File: config.mk
export PLATFORM = sky130hd
export DESIGN_NAME = hb_shell_top
export DESIGN_NICKNAME = d
export VERILOG_FILES = /design/src/hb_shell_pkg.sv /design/src/hb_config_rom.sv /design/src/hb_csr_ctrl.sv /design/src/hb_dff_chain.sv /design/src/hb_dram_addr_xlate.sv /design/src/hb_shell_top.sv /design/src/hb_tag_bitbang.sv
export VERILOG_INCLUDE_DIRS = /design/src
export SDC_FILE = /design/constraint.sdc
export NUM_CORES = 1
export LEC_CHECK = 0
export BUFFER_PORTS_ARGS = -buffer_cell sky130_fd_sc_hd__buf_2
export CAP_MARGIN = 25
export CORE_ASPECT_RATIO = 2
export CORE_MARGIN = 3
export CORE_UTILIZATION = 31
export DETAILED_ROUTE_END_ITERATION = 8
export HOLD_SLACK_MARGIN = 0.15
export SYNTH_ARGS = -nofsm -noshare
export SYNTH_HDL_FRONTEND = slang
export SYNTH_SLANG_ARGS = --single-unit
File: constraint.sdc
create_clock -name aclk_i -period 6.9 [get_ports aclk_i]
set_input_delay 1.38 -clock aclk_i [delete_from_list [all_inputs] [get_ports aclk_i]]
set_output_delay 1.38 -clock aclk_i [all_outputs]
set_load 0.01 [all_outputs]
File: src/hb_shell_config.svh
`ifndef HB_SHELL_CONFIG_SVH
`define HB_SHELL_CONFIG_SVH

// host register bus
`define HB_CSR_DATA_W       32
`define HB_WB_ADDR_W        3

// software reset
`define HB_RESET_DEPTH      3

// machine configuration rom of 16 words
`define HB_ROM_ADDR_W       4
`define HB_ROM_VERSION      32'h0001_0300

// cache dma side
`define HB_CACHE_ADDR_W     20
`define HB_LG_NUM_DMA       3

// dram side
`define HB_DRAM_ADDR_W      32
`define HB_ADDR_PIPE_DEPTH  2

`endif

File: src/hb_shell_pkg.sv
`default_nettype none

`include "hb_shell_config.svh"

package hb_shell_pkg;

  typedef logic [`HB_CSR_DATA_W-1:0] csr_word_t;

  // host register map in word addresses
  typedef enum logic [`HB_WB_ADDR_W-1:0]
  {
    CSR_RESET     = 0,
    CSR_TAG       = 1,
    CSR_DRAM_BASE = 2,
    CSR_ROM_ADDR  = 3,
    CSR_ROM_DATA  = 4
  } csr_idx_e;

  typedef logic [`HB_ROM_ADDR_W-1:0]  rom_addr_t;
  typedef logic [`HB_LG_NUM_DMA-1:0]  cache_id_t;
  typedef logic [`HB_DRAM_ADDR_W-1:0] dram_addr_t;

  // one translated request on its way to dram
  typedef struct packed
  {
    logic       v;
    dram_addr_t addr;
  } dram_req_t;

endpackage

`default_nettype wire

File: src/hb_config_rom.sv
`timescale 1ns/1ps
`default_nettype none

`include "hb_shell_config.svh"

module hb_config_rom
  (
    input  hb_shell_pkg::rom_addr_t addr_i,
    output hb_shell_pkg::csr_word_t data_o
  );

  import hb_shell_pkg::*;

  // machine parameters as seen by host software
  always_comb
  begin
    case (addr_i)
      rom_addr_t'(0): data_o = `HB_ROM_VERSION;
      rom_addr_t'(1): data_o = csr_word_t'(`HB_LG_NUM_DMA);
      rom_addr_t'(2): data_o = csr_word_t'(`HB_RESET_DEPTH);
      rom_addr_t'(3): data_o = csr_word_t'(`HB_CACHE_ADDR_W);
      rom_addr_t'(4): data_o = csr_word_t'(`HB_CSR_DATA_W);
      default:        data_o = '0;
    endcase
  end

endmodule

`default_nettype wire

File: src/hb_csr_ctrl.sv
`timescale 1ns/1ps
`default_nettype none

`include "hb_shell_config.svh"

module hb_csr_ctrl
  (
    input  logic                        aclk_i,
    input  logic                        rst_i,

    input  logic                        wb_cyc_i,
    input  logic                        wb_stb_i,
    input  logic                        wb_we_i,
    input  logic [`HB_WB_ADDR_W-1:0]    wb_adr_i,
    input  hb_shell_pkg::csr_word_t     wb_dat_i,
    output hb_shell_pkg::csr_word_t     wb_dat_o,
    output logic                        wb_ack_o,

    output logic                        tag_bit_v_o,
    output logic                        tag_bit_o,
    input  logic                        tag_ready_i,

    output logic                        sys_resetn_o,
    output hb_shell_pkg::dram_addr_t    dram_base_o,
    output hb_shell_pkg::rom_addr_t     rom_addr_o,
    input  hb_shell_pkg::csr_word_t     rom_data_i
  );

  import hb_shell_pkg::*;

  csr_word_t  reset_q;
  dram_addr_t base_q;
  rom_addr_t  rom_addr_q;
  csr_word_t  rdata_q;
  csr_word_t  rdata_d;
  logic       ack_q;
  logic       req;
  logic       tag_wr;
  logic       done;
  csr_idx_e   idx;

  //////////////////////////////////////////////////////////////////////
  // wishbone decode
  //////////////////////////////////////////////////////////////////////

  assign idx = csr_idx_e'(wb_adr_i);

  // stb is still up in the ack cycle, so that cycle is not a new access
  assign req    = wb_cyc_i & wb_stb_i & ~ack_q;
  assign tag_wr = req & wb_we_i & (idx == CSR_TAG);

  // tag writes wait here until the bitbang takes the bit
  assign done = req & (~tag_wr | tag_ready_i);

  assign tag_bit_v_o = tag_wr;
  assign tag_bit_o   = wb_dat_i[0];

  //////////////////////////////////////////////////////////////////////
  // register bank
  //////////////////////////////////////////////////////////////////////

  always_ff @(posedge aclk_i)
  begin
    if (rst_i)
    begin
      ack_q      <= 1'b0;
      reset_q    <= '0;
      base_q     <= '0;
      rom_addr_q <= '0;
    end
    else
    begin
      ack_q <= done;
      if (done & wb_we_i)
      begin
        case (idx)
          CSR_RESET:     reset_q    <= wb_dat_i;
          CSR_DRAM_BASE: base_q     <= dram_addr_t'(wb_dat_i);
          CSR_ROM_ADDR:  rom_addr_q <= rom_addr_t'(wb_dat_i);
          // tag writes travel on the strobe and the rest are read only
          default:       ;
        endcase
      end
    end
  end

  // read mux with unmapped words reading as zero
  always_comb
  begin
    case (idx)
      CSR_RESET:     rdata_d = reset_q;
      CSR_TAG:       rdata_d = csr_word_t'(tag_ready_i);
      CSR_DRAM_BASE: rdata_d = csr_word_t'(base_q);
      CSR_ROM_ADDR:  rdata_d = csr_word_t'(rom_addr_q);
      CSR_ROM_DATA:  rdata_d = rom_data_i;
      default:       rdata_d = '0;
    endcase
  end

  always_ff @(posedge aclk_i)
  begin
    if (rst_i)
    begin
      rdata_q <= '0;
    end
    else if (done & ~wb_we_i)
    begin
      rdata_q <= rdata_d;
    end
  end

  assign wb_ack_o     = ack_q;
  assign wb_dat_o     = rdata_q;
  assign sys_resetn_o = reset_q[0];
  assign dram_base_o  = base_q;
  assign rom_addr_o   = rom_addr_q;

endmodule

`default_nettype wire

File: src/hb_dff_chain.sv
`timescale 1ns/1ps
`default_nettype none

module hb_dff_chain
  #(
    parameter type   data_t      = logic,
    parameter int    depth_p     = 1,
    parameter data_t reset_val_p = '0
  )
  (
    input  logic  aclk_i,
    input  logic  rst_i,
    input  data_t data_i,
    output data_t data_o
  );

  data_t stage_q [depth_p];

  always_ff @(posedge aclk_i)
  begin
    if (rst_i)
    begin
      for (int i = 0; i < depth_p; i++)
      begin
        stage_q[i] <= reset_val_p;
      end
    end
    else
    begin
      stage_q[0] <= data_i;
      for (int i = 1; i < depth_p; i++)
      begin
        stage_q[i] <= stage_q[i-1];
      end
    end
  end

  assign data_o = stage_q[depth_p-1];

endmodule

`default_nettype wire

File: src/hb_dram_addr_xlate.sv
`timescale 1ns/1ps
`default_nettype none

`include "hb_shell_config.svh"

module hb_dram_addr_xlate
  (
    input  logic                         aclk_i,
    input  logic                         rst_i,

    input  logic                         dma_v_i,
    input  hb_shell_pkg::cache_id_t      dma_cache_id_i,
    input  logic [`HB_CACHE_ADDR_W-1:0]  dma_addr_i,
    input  hb_shell_pkg::dram_addr_t     dram_base_i,

    output logic                         dram_v_o,
    output hb_shell_pkg::dram_addr_t     dram_addr_o
  );

  import hb_shell_pkg::*;

  localparam int offset_w_lp = `HB_CACHE_ADDR_W - `HB_LG_NUM_DMA;

  dram_addr_t addr_hash;
  dram_req_t  req_li;
  dram_req_t  req_lo;

  // cache id on top of the per-cache offset, then relocated by the base
  assign addr_hash = dram_addr_t'({dma_cache_id_i, dma_addr_i[offset_w_lp-1:0]});

  assign req_li.v    = dma_v_i;
  assign req_li.addr = addr_hash + dram_base_i;

  hb_dff_chain
    #(
      .data_t      (dram_req_t),
      .depth_p     (`HB_ADDR_PIPE_DEPTH),
      .reset_val_p ('0)
    )
    addr_pipe
    (
      .aclk_i (aclk_i),
      .rst_i  (rst_i),
      .data_i (req_li),
      .data_o (req_lo)
    );

  assign dram_v_o    = req_lo.v;
  assign dram_addr_o = req_lo.addr;

endmodule

`default_nettype wire

File: src/hb_shell_top.sv
`timescale 1ns/1ps
`default_nettype none

`include "hb_shell_config.svh"

module hb_shell_top
  (
    input  logic                         aclk_i,
    input  logic                         rst_i,

    input  logic                         wb_cyc_i,
    input  logic                         wb_stb_i,
    input  logic                         wb_we_i,
    input  logic [`HB_WB_ADDR_W-1:0]     wb_adr_i,
    input  hb_shell_pkg::csr_word_t      wb_dat_i,
    output hb_shell_pkg::csr_word_t      wb_dat_o,
    output logic                         wb_ack_o,

    output logic                         tag_clk_o,
    output logic                         tag_data_o,
    output logic                         core_reset_o,

    input  logic                         dma_v_i,
    input  hb_shell_pkg::cache_id_t      dma_cache_id_i,
    input  logic [`HB_CACHE_ADDR_W-1:0]  dma_addr_i,
    output logic                         dram_v_o,
    output hb_shell_pkg::dram_addr_t     dram_addr_o
  );

  import hb_shell_pkg::*;

  logic       tag_bit_v_lo;
  logic       tag_bit_lo;
  logic       tag_ready_lo;
  logic       sys_resetn_lo;
  dram_addr_t dram_base_lo;
  rom_addr_t  rom_addr_lo;
  csr_word_t  rom_data_lo;

  hb_csr_ctrl csr
    (
      .aclk_i       (aclk_i),
      .rst_i        (rst_i),
      .wb_cyc_i     (wb_cyc_i),
      .wb_stb_i     (wb_stb_i),
      .wb_we_i      (wb_we_i),
      .wb_adr_i     (wb_adr_i),
      .wb_dat_i     (wb_dat_i),
      .wb_dat_o     (wb_dat_o),
      .wb_ack_o     (wb_ack_o),
      .tag_bit_v_o  (tag_bit_v_lo),
      .tag_bit_o    (tag_bit_lo),
      .tag_ready_i  (tag_ready_lo),
      .sys_resetn_o (sys_resetn_lo),
      .dram_base_o  (dram_base_lo),
      .rom_addr_o   (rom_addr_lo),
      .rom_data_i   (rom_data_lo)
    );

  hb_tag_bitbang bb
    (
      .aclk_i     (aclk_i),
      .rst_i      (rst_i),
      .bit_v_i    (tag_bit_v_lo),
      .bit_i      (tag_bit_lo),
      .ready_o    (tag_ready_lo),
      .tag_clk_o  (tag_clk_o),
      .tag_data_o (tag_data_o)
    );

  hb_config_rom configuration_rom
    (
      .addr_i (rom_addr_lo),
      .data_o (rom_data_lo)
    );

  // chain comes up asserted so the core waits for software to release it
  hb_dff_chain
    #(
      .data_t      (logic),
      .depth_p     (`HB_RESET_DEPTH),
      .reset_val_p (1'b1)
    )
    reset_dff
    (
      .aclk_i (aclk_i),
      .rst_i  (rst_i),
      .data_i (~sys_resetn_lo),
      .data_o (core_reset_o)
    );

  hb_dram_addr_xlate xlate
    (
      .aclk_i         (aclk_i),
      .rst_i          (rst_i),
      .dma_v_i        (dma_v_i),
      .dma_cache_id_i (dma_cache_id_i),
      .dma_addr_i     (dma_addr_i),
      .dram_base_i    (dram_base_lo),
      .dram_v_o       (dram_v_o),
      .dram_addr_o    (dram_addr_o)
    );

endmodule

`default_nettype wire

File: src/hb_tag_bitbang.sv
`timescale 1ns/1ps
`default_nettype none

module hb_tag_bitbang
  (
    input  logic aclk_i,
    input  logic rst_i,

    input  logic bit_v_i,
    input  logic bit_i,
    output logic ready_o,

    output logic tag_clk_o,
    output logic tag_data_o
  );

  typedef enum logic [1:0]
  {
    ST_IDLE   = 2'd0,
    ST_SETUP  = 2'd1,
    ST_CLK_HI = 2'd2
  } bb_state_e;

  bb_state_e state_q;
  logic      data_q;

  // data is set up one cycle before the clock pulse and held through it
  always_ff @(posedge aclk_i)
  begin
    if (rst_i)
    begin
      state_q <= ST_IDLE;
      data_q  <= 1'b0;
    end
    else
    begin
      case (state_q)
        ST_IDLE:
        begin
          if (bit_v_i)
          begin
            data_q  <= bit_i;
            state_q <= ST_SETUP;
          end
        end
        ST_SETUP:  state_q <= ST_CLK_HI;
        ST_CLK_HI: state_q <= ST_IDLE;
        default:   state_q <= ST_IDLE;
      endcase
    end
  end

  assign ready_o    = (state_q == ST_IDLE);
  assign tag_clk_o  = (state_q == ST_CLK_HI);
  assign tag_data_o = data_q;

endmodule

`default_nettype wire

==> After elaboration in Yosys (flattened, before gate mapping) <==
Memories as Yosys holds them, arrays and structs flattened.
Cells that the tools add are included.
{ "word_totals": {"reg_bits": 104, "input_bits": 64, "latch_bits": 0, "ram_bits": 69, "romBits": 0, "elab_cells": 58, "n_memories": 2, "out_inout_bits": 69} }
{ "mem_list": {"columns": ["memory", "depth", "width", "read_ports", "rd_ports_with_merged_regs", "wr", "line", "source"], "rows": [
  ["xlate.addr_pipe.stage_q", 2, 33, 2, 0, 2, "hb_dff_chain.sv:17", "data_t stage_q [depth_p];"],
  ["reset_dff.stage_q", 3, 1, 3, 0, 3, "hb_dff_chain.sv:17", null]
]} }
{ "classes": {"addsub": 1, "n_lt_le_gt_ge": 0, "n_shift": 0, "mux": 12, "n_bitwise": 17, "n_eq_ne": 11, "reduce_logical": 8, "n_mul": 0, "n_div": 0} }
{ "ops": {"columns": ["operator", "n"], "rows": [
  ["case mux 32 bit (5 select lines)", 1],
  ["case mux 17 bit (4 select lines)", 1],
  ["2-to-1 mux 33 bit", 2],
  ["adder 20 x 32 -> 32 bit", 1],
  ["== test 4 x 2 -> 1 bit, second input constant", 2],
  ["AND reduction 2 bit", 4],
  ["bitwise AND 1 bit", 7],
  ["== test 3 x 2 -> 1 bit, second input constant", 2],
  ["2-to-1 mux 1 bit", 6],
  ["OR 1 bit", 6],
  ["== test 4 x 1 -> 1 bit, second input constant", 1],
  ["== test 4 x 3 -> 1 bit, second input constant", 1],
  ["zero test 4 bit", 1],
  ["NOT 1 bit", 4],
  ["case mux 2 bit (2 select lines)", 1],
  ["== test 3 x 1 -> 1 bit, second input constant", 1],
  ["== test 3 bit, second input constant", 1],
  ["zero test 3 bit", 1],
  ["== test 2 x 1 -> 1 bit, second input constant", 1],
  ["== test 2 bit, second input constant", 1],
  ["zero test 2 bit", 1],
  ["2-to-1 mux 2 bit", 1],
  ["!= test 2 bit, second input constant", 1],
  ["OR reduction 2 bit", 1]
]} }

==> Longest topological paths before layout <==
Gate-level depths: netlist (run 1).
{ "depth": {"depth_word": 9, "mapped_depth": 8, "mapped_depth_nobuf": 8} }

==> Modules after synthesis <==
From an unflattened synthesis (run 1), not the netlist that was laid out.
{ "hier_totals": {"cells_unflattened": 890, "area_unflattened_um2": 8593.2} }
{ "modules_own_cells": {"columns": ["module", "area_per_inst_um2", "instances", "seq_area_each_um2", "cells_each"], "rows": [
  ["hb_csr_ctrl", 4679.5, 1, 2021.9, 470],
  ["hb_dff_chain at xlate.addr_pipe", 2044.5, 1, 1321.3, 172],
  ["hb_dram_addr_xlate", 1410.1, 1, 0.0, 195],
  ["hb_config_rom", 256.5, 1, 0.0, 35],
  ["hb_tag_bitbang", 120.1, 1, 60.1, 11],
  ["hb_dff_chain at reset_dff", 78.8, 1, 60.1, 6],
  ["hb_shell_top", 3.8, 1, 0.0, 1]
]} }

==> Worst setup path after synthesis (run 1) <==
No wires, ideal clock.
{ "synth_timing": {"kind": "input -> register", "startpoint": "input port dma_addr_i[0]", "endpoint": "memory xlate.addr_pipe.stage_q[0][16] (netlist name)", "arrival_time_ns": 3.353, "n_path_buf": 0, "path_stages": 8, "setup_ns": 0.121, "required_time_ns": 6.779, "path_slack_ns": 3.426, "path_cell_list": "ha_1 > fa_1 > a21o_1 > a221oi_2 > o211ai_1 > and2_1 > a21oi_1 > mux2_2"} }
{ "synth_lines": {"columns": ["item", "line", "source"], "rows": [
  ["start: declaration", "hb_shell_top.sv:25", "input logic [`HB_CACHE_ADDR_W-1:0] dma_addr_i,"],
  ["end: declaration", "hb_dff_chain.sv:17", null]
]} }

==> results.py, run 1 <==
metrics = {
    "cells_and_area": {
        "drive_gt1_share_pct": 21.0,
        "final_cell_mix": "dfxtp_1 (173), nand2_1 (158), buf_2 (128)",
        "final_common_cell": "dfxtp_1",
        "nets": 1039,
        "fin_util_pct": 36.5,
        "fin_cells": 1255,
        "area_delta_synth_final_pct": 15.6,
    },
    "yosys": {
        "async_flop_share_pct": 0,
        "syn_area_um2": 7560,
        "synth-edff-count": 0,
        "yosysUniqueCellTypes": 62,
        "synth_area_leader_cell": "dfxtp_1",
        "synth_nets": 969,
        "synthCells": 884,
        "synth-seq-cells": 173,
        "avgSynthCellArea_um2": 8.55,
        "synth_top_area_share_pct": 45.8,
        "synth-seq-area-share_pct": 45.8,
        "synth_warnings": 0,
        "synth-main-ff-cell": "dfxtp_1",
        "synth.area.top_cells": "dfxtp_1 (46%), nand2_1 (7.8%), a21oi_1 (6.3%)",
    },
    "power_and_ir_drop": {
        "swShare_pct": 25.2,
        "leakage_nw": 3.59,
        "power_frac_clock_pct": 44.5,
        "irDropWorstVdd_v": 0.000118,
        "netSwitchingPower_mw": 0.519,
        "intPower_mw": 1.54,
        "powerDensity_nw_per_um2": 235,
        "combPwrFrac_pct": 6.0,
        "seqPwrFrac_pct": 49.6,
    },
    "place": {
        "finalWeightedCongestion": 0.941,
        "hpwl_um": 15200,
        "io_buffer_count": 129,
        "dpl.cell_count": 1222,
    },
    "grt": {
        "grt_pass1_vias": 5970,
        "track_usage_pct": 16.0,
        "grt_pass1_wl_um": 32200,
        "antenna_found_initial": 2,
        "grt_max_degree": 95,
        "grt_overflow": 0,
    },
    "die": {
        "core_um2": 23900,
        "rows": 80,
        "die_h_um": 227,
        "initial_utilization_pct": 31.6,
        "ios": 133,
        "die-area_um2": 26400,
        "die_x_um": 116,
    },
    "drt": {
        "drc": 0,
        "vias": 6173,
        "wirelength_um": 20900,
        "via_per_inst": 4.92,
        "routedWlPerCell_um": 16.6,
        "antenna_left": 0,
        "dr.first_iter.drc_count": 394,
        "dr.pass1.iters": 4,
    },
    "sta": {
        "finalCriticalPeriod_ns": 3.51,
        "hold_viol": 0,
        "worst_slew_pin_slew_ns": 0.961,
        "setup_violations": 0,
        "relSlewSlack_pct": 35.8,
        "fin_crit_sh_pct": 50.9,
        "fin_tns_setup_ns": 0,
        "finalMaxSlewViolations": 0,
        "max_freq_mhz": 285,
        "rsz0062_at_grt": "no",
        "finalClockSkew_ns": 0.0121,
    },
    "clock_network": {
        "h-tree-depth": 4,
        "max-clock-path-buffers": 2,
        "clk_pin_slew_ns": 0.07,
        "cts_tree": "built",
        "clock-sinks": 173,
        "numCtsBuffers": 17,
        "ctsResizeCount": 0,
        "clock_latency_ns": 0.44,
        "clockRootBuffer": "clkbuf_16",
        "postCtsHoldBufs": 0,
        "post_cts_buffers": 0,
    },
    "worst_setup_path": {
        "worstPathMaxFanout": 5,
        "r2r_slack_ns": 4.07,
        "crit_required_ns": 7.22,
        "arrival_ns": 3.84,
        "endpoint_kind": "flop",
        "cp-start-kind": "input pin",
        "worst-setup-path-type": "input pin to flop",
    },
    "job": {
        "maxCapViolCount": 0,
    },
    "worst_hold_path": {
        "hp-class": "flop to flop",
    },
    "run_status": {
        "status": "finished, final reports clean",
    },
}
synthesized netlist by cell type (4+ instances only):
cell type and instances:
dfxtp_1 173, nand2_1 158, a21oi_1 95, nor2_1 81
nor2b_1 51, clkbuf_1 48, buf_4 33, a22oi_1 30
a22o_1 23, ha_1 20, o21ai_0 16, mux2_2 14
nand3_1 13, and3_1 9, inv_1 9, xnor2_1 9
nor3_1 8, a21o_1 7, nand4_1 7, mux2i_1 5
a221o_1 4, nand2b_1 4, or2_2 4, xor2_1 4
final cells by class:
type / count / area [µm²]
Fill cell: 2469 / 15200
Multi-Input combinational cell: 615 / 3620
Sequential cell: 173 / 3460
Timing Repair Buffer: 138 / 716
Clock buffer: 19 / 443
Tap cell: 287 / 359
Clock inverter: 13 / 106
Inverter: 9 / 33.8
Antenna cell: 1 / 2.50
final timing paths:
kind | to | depth (start not counted) | from
setup reg to reg | xlate.addr_pipe.stage_q[0][16]$_SDFF_PP0_ | 8 | csr.dram_base_o[0]$_SDFFE_PP0P_
hold reg to reg | reset_dff.stage_q[0][0]$_SDFF_PP1_ | 1 | csr.reset_q[0]$_SDFFE_PP0P_
setup / recovery | xlate.addr_pipe.stage_q[0][16]$_SDFF_PP0_ | 9 | dma_addr_i[0]
hold / removal | reset_dff.stage_q[0][0]$_SDFF_PP1_ | 1 | csr.reset_q[0]$_SDFFE_PP0P_
routing by layer:
layer	part of all wire (%)	vias to the layer above	GRT usage, %	wire length (µm)
met3	4.0	52	3.87	833
met2	52	140	28.1	10800
met1	39	2831	17.3	8120
met4	5.1	2	8.92	1060
li1	-	3148	-	-
met5	0.062	-	0	13
kinds of logic after synthesis:
group / after synthesis / share of synthesized area (%)
AND/OR/NAND/NOR: 350 / 21.1
multiplexers: 23 / 3.49
adder cells (fa/ha/maj): 21 / 3.58
flip-flops: 173 / 45.8
XOR/XNOR: 13 / 1.51
AO/OA/AOI/OAI: 208 / 17.8
buffers and inverters: 96 / 6.71
per-stage QoR:
step | power (mW) | setup slack (ns) | hold WS, ns | instance area (µm²)
6_report | 2.06 | 3.39 | 0.413 | 8740
5_1_grt | 2.14 | 3.28 | 0.416 | 8740
4_1_cts | 2.08 | 3.42 | 0.414 | 8740
3_5_place_dp | 1.17 | 2.97 | 0.399 | 8190
3_3_place_gp | 1.16 | 2.97 | 0.399 | 8190
2_1_floorplan | 1.12 | 3.43 | 0.380 | 7560
registers in the layout (all words and copies together) (netlist names):
name                     flops
csr.dram_base_o             32
csr.rom_addr_o               4
csr.wb_dat_o                32
csr.wb_ack_o                 1
csr.reset_q                 32
xlate.addr_pipe.stage_q     66
bb.tag_data_o                1
reset_dff.stage_q            3
bb.state_q                   2
power by group through the flow:
| stage | Clock [mW] | Sequential (mW) | Combinational, mW |
|---|---|---|---|
| final | 0.915 | 1.02 | 0.123 |
| after global routing | 0.980 | 1.02 | 0.136 |
| after CTS | 0.939 | 1.02 | 0.124 |
| after detailed placement | 0 | 1.04 | 0.123 |
| after global placement | 0 | 1.04 | 0.122 |
| after floorplan | 0 | 1.04 | 0.0804 |
critical path, stage by stage:
cell      delay, ns
buf_2          0.10
ha_1           0.21
fa_1           0.41
a21o_1         0.23
a221oi_2       0.47
o211ai_1       0.28
and2_1         0.25
a21oi_1        0.15
mux2_2         0.35
Power figures use the tool's default switching activity.
==> run 2: changes to the inputs <==
- clock period: 6.9 -> 3.3 ns (I/O delays scaled with it)
==> results.py, run 2 (synthesis results as in run 1) <==
metrics = {
    "run_status": {
        "status": "finished, final reports clean",
    },
    "clock_network": {
        "clock_latency_ns": 0.44,
        "postCtsHoldBufs": 0,
        "h-tree-depth": 4,
        "ctsResizeCount": 0,
        "cts_tree": "built",
        "post_cts_buffers": 0,
        "numCtsBuffers": 17,
        "clockRootBuffer": "clkbuf_16",
        "clk_pin_slew_ns": 0.07,
        "clock-sinks": 173,
        "max-clock-path-buffers": 2,
    },
    "sta": {
        "relSlewSlack_pct": 50.8,
        "hold_viol": 0,
        "finalClockSkew_ns": 0.00764,
        "fin_tns_setup_ns": 0,
        "setup_violations": 0,
        "worst_slew_pin_slew_ns": 0.732,
        "max_freq_mhz": 369,
        "finalMaxSlewViolations": 0,
        "whs_ns": 0.417,
        "fin_crit_sh_pct": 82.2,
        "finalCriticalPeriod_ns": 2.71,
        "rsz0062_at_grt": "no",
        "finalWorstSetupSlack_ns": 0.588,
    },
    "die": {
        "die_x_um": 116,
        "rows": 80,
        "die_h_um": 227,
        "initial_utilization_pct": 31.6,
        "core_um2": 23900,
        "ios": 133,
        "die-area_um2": 26400,
    },
    "cells_and_area": {
        "drive_gt1_share_pct": 21.9,
        "area_delta_synth_final_pct": 17.6,
        "largest_register_ffs": 66,
        "top_register": "xlate.addr_pipe.stage_q",
        "nets": 1052,
        "final_common_cell": "dfxtp_1",
        "num-fill-cells": 2484,
        "final_cell_mix": "dfxtp_1 (173), nand2_1 (158), buf_2 (128)",
    },
    "grt": {
        "grt_pass1_vias": 6187,
        "antenna_found_initial": 1,
        "grt_pass1_wl_um": 32700,
        "track_usage_pct": 16.5,
        "grt_overflow": 0,
        "grt_max_degree": 60,
    },
    "drt": {
        "dr.pass1.iters": 4,
        "dr.first_iter.drc_count": 350,
        "routedWlPerCell_um": 16.9,
        "wirelength_um": 21400,
        "via_per_inst": 4.97,
        "antenna_left": 0,
        "drc": 0,
        "vias": 6298,
    },
    "power_and_ir_drop": {
        "irDropWorstVdd_v": 0.000277,
        "seqPwrFrac_pct": 48.0,
        "swShare_pct": 23.2,
        "combPwrFrac_pct": 6.0,
        "powerDensity_nw_per_um2": 500,
        "power_frac_clock_pct": 46.0,
        "netSwitchingPower_mw": 1.03,
        "leakage_nw": 3.67,
        "intPower_mw": 3.41,
    },
    "worst_hold_path": {
        "hp-class": "flop to flop",
    },
    "place": {
        "post-place-ws_ns": 0.148,
        "finalWeightedCongestion": 0.878,
        "hpwl_um": 15800,
        "io_buffer_count": 129,
    },
    "worst_setup_path": {
        "crit_required_ns": 3.63,
        "cp-start-kind": "flop",
        "arrival_ns": 3.04,
        "endpoint_kind": "flop",
        "worst-setup-path-type": "flop to flop",
        "worstPathMaxFanout": 3,
    },
    "job": {
        "maxCapViolCount": 0,
    },
}
## run 2: changes by cell type in the layout (fill, tap and decap cells not counted), moves of 2 or more
cell       previous run  this run
clkinv_2              3         5
buf_4                10        22
bufinv_16             0         3
inv_6                 5         1
## run 2: metal layers
metal | part of all wire [%] | routed length, µm | GRT usage [%] | up-vias
met5 | 0 | 0 | 0 | -
met3 | 3.7 | 796 | 3.39 | 47
met2 | 53 | 11400 | 29.5 | 144
met1 | 38 | 8090 | 17.1 | 2946
li1 | - | - | - | 3161
met4 | 5.0 | 1060 | 10.0 | 0
## run 2: layout make-up
class | instances | area, µm² | area share, %
multi-input combinational | 615 | 3600 | 40.6
sequential | 173 | 3460 | 39.0
timing repair buffer | 151 | 826 | 9.29
clock buffer | 18 | 429 | 4.83
tap | 287 | 359 | 4.04
clock inverter | 14 | 169 | 1.90
inverter | 9 | 33.8 | 0.380
antenna | 1 | 2.50 | 0.0282
## run 2: power by group through the flow
stage	sequential [mW]	combinational, mW	clock, mW
after global placement	2.18	0.266	0
final	2.13	0.266	2.04
after floorplan	2.18	0.168	0
after detailed placement	2.18	0.267	0
after CTS	2.13	0.268	2.11
after global routing	2.13	0.292	2.18
## run 2: path summary, 6_finish.rpt
path | from | to | slack, ns | cells past startpoint
max | csr.dram_base_o[0]$_SDFFE_PP0P_ | xlate.addr_pipe.stage_q[0][16]$_SDFF_PP0_ | 0.59 | 8
min | reset_dff.stage_q[0][1]$_SDFF_PP1_ | reset_dff.stage_q[0][2]$_SDFF_PP1_ | 0.42 | 1
min reg2reg | reset_dff.stage_q[0][1]$_SDFF_PP1_ | reset_dff.stage_q[0][2]$_SDFF_PP1_ | 0.42 | 1
max reg2reg | csr.dram_base_o[0]$_SDFFE_PP0P_ | xlate.addr_pipe.stage_q[0][16]$_SDFF_PP0_ | 0.59 | 8
## run 2: per-stage QoR
step	utilization [%]	total power, mW	instance area, µm²	std cells
global route	37.1	4.61	8890	1268
finish	37.1	4.44	8890	1268
CTS	37.1	4.51	8880	1267
global placement	34.6	2.45	8290	1235
floorplan	-	2.34	7560	884
detailed placement	34.6	2.45	8290	1235
## run 2: worst max-delay path, cell delays in order, from the launching register on
cell and delay [ns]:
dfxtp_1 0.35, ha_1 0.22, fa_1 0.41, a21o_1 0.22, a221oi_2 0.40, o211ai_1 0.27
and2_1 0.25, a21oi_1 0.14, mux2_2 0.34
